`config.mk`:
```
export PLATFORM = sky130hd
export DESIGN_NAME = int_core
export DESIGN_NICKNAME = d
export VERILOG_FILES = /design/src/source/rv_pkg.sv /design/src/source/instr_decoder.sv /design/src/source/int_alu.sv /design/src/source/int_core.sv /design/src/source/int_pipeline.sv /design/src/source/register_file.sv
export SDC_FILE = /design/constraint.sdc
export NUM_CORES = 2
export LEC_CHECK = 0
export BUFFER_PORTS_ARGS = -buffer_cell sky130_fd_sc_hd__buf_4
export CAP_MARGIN = 30
export CORE_ASPECT_RATIO = 1.2
export CORE_UTILIZATION = 55
export DETAILED_ROUTE_END_ITERATION = 7
export PLACE_DENSITY_LB_ADDON = 0.1
export SETUP_SLACK_MARGIN = 0.3
export SYNTH_ARGS = -nofsm -noshare
export SYNTH_HDL_FRONTEND = slang
export SYNTH_SLANG_ARGS = --single-unit
```
`constraint.sdc`:
```
create_clock -name clock -period 3.4 [get_ports clock]
set_input_delay 0.34 -clock clock [delete_from_list [all_inputs] [get_ports clock]]
set_output_delay 0.34 -clock clock [all_outputs]
set_load 0.05 [all_outputs]
```
`src/source/rv_pkg.sv`:
```
// ******************************
// shared widths, opcode and funct constants,
// instruction word views and the ALU operation type
// ******************************
package rv_pkg;

    // the datapath is the plain RV32I integer width
    localparam int xlen = 32;
    localparam int reg_index_width = 5;
    localparam int reg_count = 32;

    // major opcodes, both of which carry the mandatory 2'b11 in the low bits
    localparam logic [6:0] opc_op     = 7'b0110011;
    localparam logic [6:0] opc_op_imm = 7'b0010011;

    // funct3 encodings shared by the register and immediate forms
    localparam logic [2:0] f3_add_sub = 3'b000;
    localparam logic [2:0] f3_sll     = 3'b001;
    localparam logic [2:0] f3_slt     = 3'b010;
    localparam logic [2:0] f3_sltu    = 3'b011;
    localparam logic [2:0] f3_xor     = 3'b100;
    localparam logic [2:0] f3_srl_sra = 3'b101;
    localparam logic [2:0] f3_or      = 3'b110;
    localparam logic [2:0] f3_and     = 3'b111;

    // funct7 with bit 30 set turns add into sub and srl into sra
    localparam logic [6:0] funct7_alt = 7'b0100000;

    // register-register layout
    typedef struct packed {
        logic [6:0] funct7;
        logic [4:0] rs2;
        logic [4:0] rs1;
        logic [2:0] funct3;
        logic [4:0] rd;
        logic [6:0] opcode;
    } r_type_t;

    // register-immediate layout, where imm12 overlays funct7 and rs2
    typedef struct packed {
        logic [11:0] imm12;
        logic [4:0]  rs1;
        logic [2:0]  funct3;
        logic [4:0]  rd;
        logic [6:0]  opcode;
    } i_type_t;

    // one 32-bit word seen through either layout
    typedef union packed {
        r_type_t r_type;
        i_type_t i_type;
    } instr_word_t;

    typedef enum logic [3:0] {
        alu_add, alu_sub, alu_and, alu_or, alu_xor,
        alu_slt, alu_sltu, alu_sll, alu_srl, alu_sra
    } alu_op_t;

endpackage

```
`src/source/instr_decoder.sv`:
```
// ******************************
// instruction decoder for the kept RV32I forms
// ******************************
module instr_decoder import rv_pkg::*; (
    input  instr_word_t                instr,
    output alu_op_t                    alu_op,
    output logic [reg_index_width-1:0] rd,
    output logic [reg_index_width-1:0] rs1,
    output logic [reg_index_width-1:0] rs2,
    output logic [xlen-1:0]            imm,
    output logic                       use_imm,
    output logic                       illegal
);

    always_comb begin
        // defaults follow the register-register view
        alu_op  = alu_add;
        rd      = instr.r_type.rd;
        rs1     = instr.r_type.rs1;
        rs2     = instr.r_type.rs2;
        imm     = {{(xlen - 12){instr.i_type.imm12[11]}}, instr.i_type.imm12};
        use_imm = 1'b0;
        illegal = 1'b0;
        case (instr.r_type.opcode)
            opc_op: begin
                case (instr.r_type.funct3)
                    f3_add_sub: alu_op = instr.r_type.funct7[5] ? alu_sub : alu_add;
                    f3_sll:     alu_op = alu_sll;
                    f3_slt:     alu_op = alu_slt;
                    f3_sltu:    alu_op = alu_sltu;
                    f3_xor:     alu_op = alu_xor;
                    f3_srl_sra: alu_op = instr.r_type.funct7[5] ? alu_sra : alu_srl;
                    f3_or:      alu_op = alu_or;
                    default:    alu_op = alu_and;
                endcase
                // the alternate funct7 is only defined for sub and sra
                if (instr.r_type.funct7 == funct7_alt)
                    illegal = instr.r_type.funct3 != f3_add_sub
                           && instr.r_type.funct3 != f3_srl_sra;
                else if (instr.r_type.funct7 != '0)
                    illegal = 1'b1;
            end
            opc_op_imm: begin
                use_imm = 1'b1;
                // no second source, so keep it out of the forwarding compare
                rs2     = '0;
                case (instr.i_type.funct3)
                    f3_add_sub: alu_op = alu_add;
                    f3_sll:     alu_op = alu_sll;
                    f3_slt:     alu_op = alu_slt;
                    f3_sltu:    alu_op = alu_sltu;
                    f3_xor:     alu_op = alu_xor;
                    f3_srl_sra: alu_op = instr.i_type.imm12[10] ? alu_sra : alu_srl;
                    f3_or:      alu_op = alu_or;
                    default:    alu_op = alu_and;
                endcase
                // shift immediates keep the shift amount in the low five bits only
                if (instr.i_type.funct3 == f3_sll)
                    illegal = instr.i_type.imm12[11:5] != '0;
                else if (instr.i_type.funct3 == f3_srl_sra)
                    illegal = instr.i_type.imm12[11:5] != '0
                           && instr.i_type.imm12[11:5] != funct7_alt;
            end
            // anything else, including words without 2'b11 at the bottom
            default: illegal = 1'b1;
        endcase
    end

endmodule

```
`src/source/int_alu.sv`:
```
// ******************************
// integer ALU for add, sub, logic,
// compares and shifts
// ******************************
module int_alu import rv_pkg::*; (
    input  alu_op_t         op,
    input  logic [xlen-1:0] a,
    input  logic [xlen-1:0] b,
    output logic [xlen-1:0] result
);

    // shifts use only the low bits of the second operand
    logic [$clog2(xlen)-1:0] shamt;

    always_comb begin
        shamt = b[$clog2(xlen)-1:0];
        case (op)
            alu_add:  result = a + b;
            alu_sub:  result = a - b;
            alu_and:  result = a & b;
            alu_or:   result = a | b;
            alu_xor:  result = a ^ b;
            // compares produce 0 or 1 in the low bit
            alu_slt:  result = {{(xlen - 1){1'b0}}, $signed(a) < $signed(b)};
            alu_sltu: result = {{(xlen - 1){1'b0}}, a < b};
            alu_sll:  result = a << shamt;
            alu_srl:  result = a >> shamt;
            // the arithmetic shift copies the sign bit in from the top
            alu_sra:  result = $signed(a) >>> shamt;
            default:  result = '0;
        endcase
    end

endmodule

```
`src/source/int_core.sv`:
```
// ******************************
// top level of the integer core,
// pipeline beside its register file
// ******************************
module int_core import rv_pkg::*; (
    input  logic                       clock,
    input  logic                       reset,
    input  logic                       in_valid,
    input  instr_word_t                in_instr,
    output logic                       in_ready,
    output logic                       retire_valid,
    input  logic                       retire_ready,
    output logic [reg_index_width-1:0] retire_rd,
    output logic [xlen-1:0]            retire_value,
    output logic                       retire_illegal
);

    // register file read and write paths
    logic [reg_index_width-1:0] rs1_index, rs2_index, write_index;
    logic [xlen-1:0]            rs1_data, rs2_data, write_data;
    logic                       write_enable;

    int_pipeline pipe0 (
        .clock          (clock),
        .reset          (reset),
        .in_valid       (in_valid),
        .in_instr       (in_instr),
        .in_ready       (in_ready),
        .retire_valid   (retire_valid),
        .retire_ready   (retire_ready),
        .retire_rd      (retire_rd),
        .retire_value   (retire_value),
        .retire_illegal (retire_illegal),
        .rs1_index      (rs1_index),
        .rs2_index      (rs2_index),
        .rs1_data       (rs1_data),
        .rs2_data       (rs2_data),
        .write_enable   (write_enable),
        .write_index    (write_index),
        .write_data     (write_data)
    );

    register_file regs0 (
        .clock        (clock),
        .rs1_index    (rs1_index),
        .rs2_index    (rs2_index),
        .write_enable (write_enable),
        .write_index  (write_index),
        .write_data   (write_data),
        .rs1_data     (rs1_data),
        .rs2_data     (rs2_data)
    );

endmodule

```
`src/source/int_pipeline.sv`:
```
// ******************************
// decode, execute and retire stages with
// forwarding and valid/ready handshakes
// ******************************
module int_pipeline import rv_pkg::*; (
    input  logic                       clock,
    input  logic                       reset,
    input  logic                       in_valid,
    input  instr_word_t                in_instr,
    output logic                       in_ready,
    output logic                       retire_valid,
    input  logic                       retire_ready,
    output logic [reg_index_width-1:0] retire_rd,
    output logic [xlen-1:0]            retire_value,
    output logic                       retire_illegal,
    output logic [reg_index_width-1:0] rs1_index,
    output logic [reg_index_width-1:0] rs2_index,
    input  logic [xlen-1:0]            rs1_data,
    input  logic [xlen-1:0]            rs2_data,
    output logic                       write_enable,
    output logic [reg_index_width-1:0] write_index,
    output logic [xlen-1:0]            write_data
);

    // decode stage outputs, all combinational on the incoming word
    alu_op_t                    dec_op;
    logic [reg_index_width-1:0] dec_rd;
    logic [reg_index_width-1:0] dec_rs1;
    logic [reg_index_width-1:0] dec_rs2;
    logic [xlen-1:0]            dec_imm;
    logic                       dec_use_imm;
    logic                       dec_illegal;

    // execute stage register
    logic                       ex_valid;
    alu_op_t                    ex_op;
    logic [reg_index_width-1:0] ex_rd;
    logic [xlen-1:0]            ex_a;
    logic [xlen-1:0]            ex_b;
    logic                       ex_illegal;
    logic [xlen-1:0]            ex_result;

    logic retire_stall, accept, ex_fwd_ok, retire_fwd_ok;
    logic [xlen-1:0] rs1_value, rs2_value;

    instr_decoder decoder0 (
        .instr   (in_instr),
        .alu_op  (dec_op),
        .rd      (dec_rd),
        .rs1     (dec_rs1),
        .rs2     (dec_rs2),
        .imm     (dec_imm),
        .use_imm (dec_use_imm),
        .illegal (dec_illegal)
    );

    int_alu alu0 (
        .op     (ex_op),
        .a      (ex_a),
        .b      (ex_b),
        .result (ex_result)
    );

    always_comb begin
        // a full retire stage that is not being taken holds everything behind it
        retire_stall = retire_valid && !retire_ready;
        in_ready     = !(ex_valid && retire_stall);
        accept       = in_valid && in_ready;
        rs1_index    = dec_rs1;
        rs2_index    = dec_rs2;
        // only legal results headed for a real register may be forwarded
        ex_fwd_ok     = ex_valid && !ex_illegal && ex_rd != '0;
        retire_fwd_ok = retire_valid && !retire_illegal && retire_rd != '0;
        // the younger result in execute wins over the one waiting to retire
        if (ex_fwd_ok && ex_rd == dec_rs1)
            rs1_value = ex_result;
        else if (retire_fwd_ok && retire_rd == dec_rs1)
            rs1_value = retire_value;
        else
            rs1_value = rs1_data;
        if (ex_fwd_ok && ex_rd == dec_rs2)
            rs2_value = ex_result;
        else if (retire_fwd_ok && retire_rd == dec_rs2)
            rs2_value = retire_value;
        else
            rs2_value = rs2_data;
        // the register file is written only when a legal result leaves the core
        write_enable = retire_valid && retire_ready && !retire_illegal && retire_rd != '0;
        write_index  = retire_rd;
        write_data   = retire_value;
    end

    always_ff @(posedge clock) begin
        if (reset) begin
            ex_valid     <= 1'b0;
            retire_valid <= 1'b0;
        end else begin
            if (in_ready)
                ex_valid <= in_valid;
            if (!retire_stall)
                retire_valid <= ex_valid;
        end
        // operands are captured at acceptance, already forwarded
        if (accept) begin
            ex_op      <= dec_op;
            ex_rd      <= dec_rd;
            ex_a       <= rs1_value;
            ex_b       <= dec_use_imm ? dec_imm : rs2_value;
            ex_illegal <= dec_illegal;
        end
        // the retire register refills when it is empty or draining this cycle
        if (ex_valid && !retire_stall) begin
            retire_rd      <= ex_rd;
            retire_value   <= ex_illegal ? '0 : ex_result;
            retire_illegal <= ex_illegal;
        end
    end

endmodule

```
`src/source/register_file.sv`:
```
// ******************************
// integer register file, x0 reads as zero
// ******************************
module register_file import rv_pkg::*; (
    input  logic                       clock,
    input  logic [reg_index_width-1:0] rs1_index,
    input  logic [reg_index_width-1:0] rs2_index,
    input  logic                       write_enable,
    input  logic [reg_index_width-1:0] write_index,
    input  logic [xlen-1:0]            write_data,
    output logic [xlen-1:0]            rs1_data,
    output logic [xlen-1:0]            rs2_data
);

    // x0 has no storage at all
    logic [xlen-1:0] regs [1:reg_count-1];

    always_ff @(posedge clock) begin
        if (write_enable && write_index != '0)
            regs[write_index] <= write_data;
    end

    // reads are combinational and see the old value during a write cycle
    always_comb begin
        rs1_data = (rs1_index == '0) ? '0 : regs[rs1_index];
        rs2_data = (rs2_index == '0) ? '0 : regs[rs2_index];
    end

endmodule

```
==> summary.txt <==
Outcome
  – Status: complete, but fails checks
  – Failing checks: setup timing

STA
  – Count of final hold-check violations: 0
  – Setup slack after layout: -51.5 ps
  – Worst-margin pin slew: 1100 ps
  – RSZ-0062 raised after global routing: yes
  – Tcrit/Tclk final: 102%
  – Slew Viols, Final: 0
  – Fmax: 290 MHz
  – Headroom to the max-slew limit: 26.9%
  – Final min period: 3450 ps
  – Final setup fails: 3
  – Worst clock skew: 30.6 ps

Setup path
  – Crit path launch: pipe0.ex_b[0]
  – Max incr delay on CP: 630 ps
  – Worst setup path class: reg2reg
  – CP top delay family: multiplexers
  – Reg2reg path depth: 13
  – Cell-by-cell trace of the critical path: buf_6 > buf_12 > buf_8 > mux4_2 > mux4_2 > nor2_2 > a211oi_2 > a211o_1 > nor2_2 > o311ai_2 > a21oi_2 > buf_12 > a21oi_2
  – R2R setup slack: -50 ps
  – WP data required: 3880 ps
  – Crit Reg-Reg Startpoint: pipe0.ex_b[0]
  – CP Launch Type: flip-flop
  – CP bufs+invs: 4
  – Reg-to-reg endpoint: pipe0.ex_a[31]
  – Critical path depth: 13
  – CP arrival: 3930 ps
  – CP max stage cell: mux4_2
  – CP max FO: 6
  – Worst setup EP type: flip-flop

Floorplan
  – Core Rows: 133
  – Die width: 306 um
  – Die area: 112,000 um2
  – IO Pins: 76
  – Core Region: 110,000 um2
  – Initial Utilization: 55.6%
  – Die Ht: 367 um

Power and ir drop
  – P_sw: 0.0104 W
  – Seq pwr share: 42.5%
  – P_leak: 27.5 nW
  – P_int: 0.0255 W
  – Sw Ratio: 28.9%
  – Clock Power Share: 34.7%
  – Cell Pwr Density: 470 nW/um2
  – Combinational share of power: 22.8%
  – Max IR drop VDD: 0.523 mV

Logic synthesis
  – Top cell type by total area after synthesis: edfxtp_1
  – Post-synthesis simple-gate area fraction: 9.28%
  – Asr flop ratio synth: 0%
  – Sequential fraction of the synthesis area: 54.4%
  – Mapped Cells: 4,893
  – Adder-cell share of the synthesized area: 2.10%
  – Synthesis warning total: 0
  – Mean Syn Cell Area: 12.5 um2
  – Multiplexer area fraction after synthesis: 16.5%
  – Distinct cell type count after synthesis: 95
  – Top-area cell type share of the netlist area: 54.4%
  – Synth top area cells: edfxtp_1, mux4_2, mux2i_1
  – Post-synthesis compound-gate area fraction: 13.5%
  – Dominant combinational cell family by area after synthesis: multiplexers
  – XOR/XNOR share of the synthesized area: 0.560%
  – Post-Syn Area: 61,000 um2
  – Synth Net Count: 5,030
  – FF+latch count, synth: 1,106
  – Most common flop cell mapped by yosys: edfxtp_1
  – Post-synth EDFFs: 1,104

Placed design
  – Post-DP HPWL: 178,000 um
  – Place WS: -530 ps
  – Placed Area: 69,700 um2
  – PortBufs: 75
  – Final GP Congestion: 1.10

Layout
  – Most frequent cells in the layout: edfxtp_1, buf_4, nand2_1, mux4_2, mux2i_1
  – Storage element area: 33,200 um2
  – Multi-input gate area: 27,700 um2
  – Most common cell after layout, fill and taps aside: edfxtp_1
  – P&R area growth vs syn: 25.1%
  – Layout cell share with drive strength beyond 1: 33.0%
  – Design area: 76,200 um2
  – Final #Nets: 5,763
  – Fill cells: 7,694
  – Fin util: 69.5%

Min path
  – Hold path start: in_instr[26]
  – Worst hold path endpoint: pipe0.ex_b[6]
  – Hold depth: 2
  – Hold crit path type: in2reg

CTS
  – Clock transition at path regs: 70 ps
  – Clk Latency, worst-skew pair: 730 ps
  – Clock buffer depth: 3
  – CTS tree: built
  – Deepest level of the CTS H-tree: 3
  – Clock net sink count: 1,106
  – Total CTS buffers: 106
  – Clock root buffer: clkbuf_16

Drt
  – DR vias/cell: 7.29
  – DRC: 0
  – Routed Wire Length: 267,000 um
  – Wire per inst: 37.4 um
  – Via count: 52,100
  – Post-route ant nets: 0
  – Iteration-0 DRC Markers: 7,660
  – DR pass1 iterations: 7

Global routing
  – Initial antenna violation count: 10
  – Vias in the first global route: 51,200
  – Total GRT Usage: 47.3%
  – First-pass GRT wire length: 372,000 um
  – Largest net degree at the start of global routing: 55
  – Global route overflow: 0

Job
  – Max-Cap Viols: 0
registers in the layout (all words and copies together), names as in the netlist:
name                  cells
pipe0.ex_valid            1
pipe0.retire_value       32
pipe0.retire_rd           5
pipe0.retire_valid        1
pipe0.retire_illegal      1
regs0.regs              992
pipe0.ex_rd               5
pipe0.ex_illegal          1
pipe0.ex_a               32
pipe0.ex_b               32
pipe0.ex_op               4
worst register-to-register path: stages, from the launching register on:
cell      delay (ps)
edfxtp_1         340
buf_6            130
buf_12           160
buf_8            150
mux4_2           630
mux4_2           500
nor2_2           130
a211oi_2          80
a211o_1          330
nor2_2           190
o311ai_2         150
a21oi_2          210
buf_12           140
a21oi_2           50
how the worst max path moves through the flow:
| stage | to | slack, ps |
|---|---|---|
| CTS | pipe0.ex_b[31] | 90 |
| global route | pipe0.ex_a[31] | -90 |
| detailed placement | pipe0.ex_b[16] | -530 |
| floorplan | regs0.regs[8][0] | 40 |
| finish | pipe0.ex_a[31] | -50 |
| global placement | pipe0.ex_b[29] | -1210 |
cells in the mapped netlist, types with 19 or more instances:
cell / count
a32oi_1: 26
o31ai_1: 21
o22ai_1: 41
xnor2_1: 25
ha_1: 99
a211oi_1: 124
clkbuf_1: 220
o211ai_1: 65
nand4_1: 19
o21ai_0: 193
buf_2: 127
mux2_2: 56
buf_1: 44
a21oi_1: 254
mux2i_1: 296
a31oi_1: 108
nand2_1: 544
nor2_1: 310
and3_1: 47
edfxtp_1: 1104
a221oi_1: 105
inv_1: 119
mux4_2: 288
nand2b_1: 19
nor2b_1: 49
nand3_1: 124
a22oi_1: 56
nor3_1: 71
metal layers:
| layer | wire [um] | track usage, % | up-vias | share of wire (%) |
|---|---|---|---|---|
| li1 | - | - | 20800 | - |
| met1 | 82800 | 54.1 | 25500 | 31 |
| met2 | 122000 | 73.3 | 4336 | 45 |
| met3 | 34400 | 12.6 | 1398 | 13 |
| met4 | 28600 | 41.7 | 6 | 11 |
| met5 | 46 | 0 | - | 0.017 |
power groups by stage:
| stage | Combinational (W) | Clock (W) | Sequential, W |
|---|---|---|---|
| floorplan | 0.00341 | 0 | 0.0156 |
| global placement | 0.00694 | 0 | 0.0155 |
| detailed placement | 0.00698 | 0 | 0.0155 |
| CTS | 0.00760 | 0.0124 | 0.0152 |
| global route | 0.00845 | 0.0128 | 0.0152 |
| finish | 0.00819 | 0.0124 | 0.0152 |
timing repair:
| item | in CTS | in global routing |
|---|---|---|
| hold buffers | 15 | 0 |
| pin swaps | 90 | 80 |
| endpoints found under the hold margin | 13 | 0 |
| gates resized for setup | 283 | 134 |
| gates cloned | 3 | 0 |
| setup endpoints to repair | 90 | 94 |
| buffers inserted | 71 | 28 |
area by class of cell:
cell class	instances	share of cell area (%)
diodes	5	0.0164
multi-input cells	3259	36.4
clock inverters	79	1.16
clock buffers	122	3.56
repair buffers	1027	12.4
flip-flops and latches	1106	43.5
well taps	1417	2.33
inverters	126	0.642
metrics by stage:
step	hold slack [ps]	TNS [ps]	power [W]	instances
finish	66.0	-136	0.0358	7141
CTS	42.5	0	0.0352	7104
global route	72.0	-276	0.0365	7136
global placement	511	-11750	0.0225	6804
floorplan	412	0	0.0191	4893
detailed placement	512	-10750	0.0225	6814
logic make-up after synthesis:
logic type | Yosys count
AND/OR/NAND/NOR | 1272
AO/OA/AOI/OAI | 1207
flip-flops | 1106
multiplexers | 640
buffers and inverters | 528
adder cells (fa/ha/maj) | 101
XOR/XNOR | 39
Note: power is estimated with default switching activity, not from simulation.
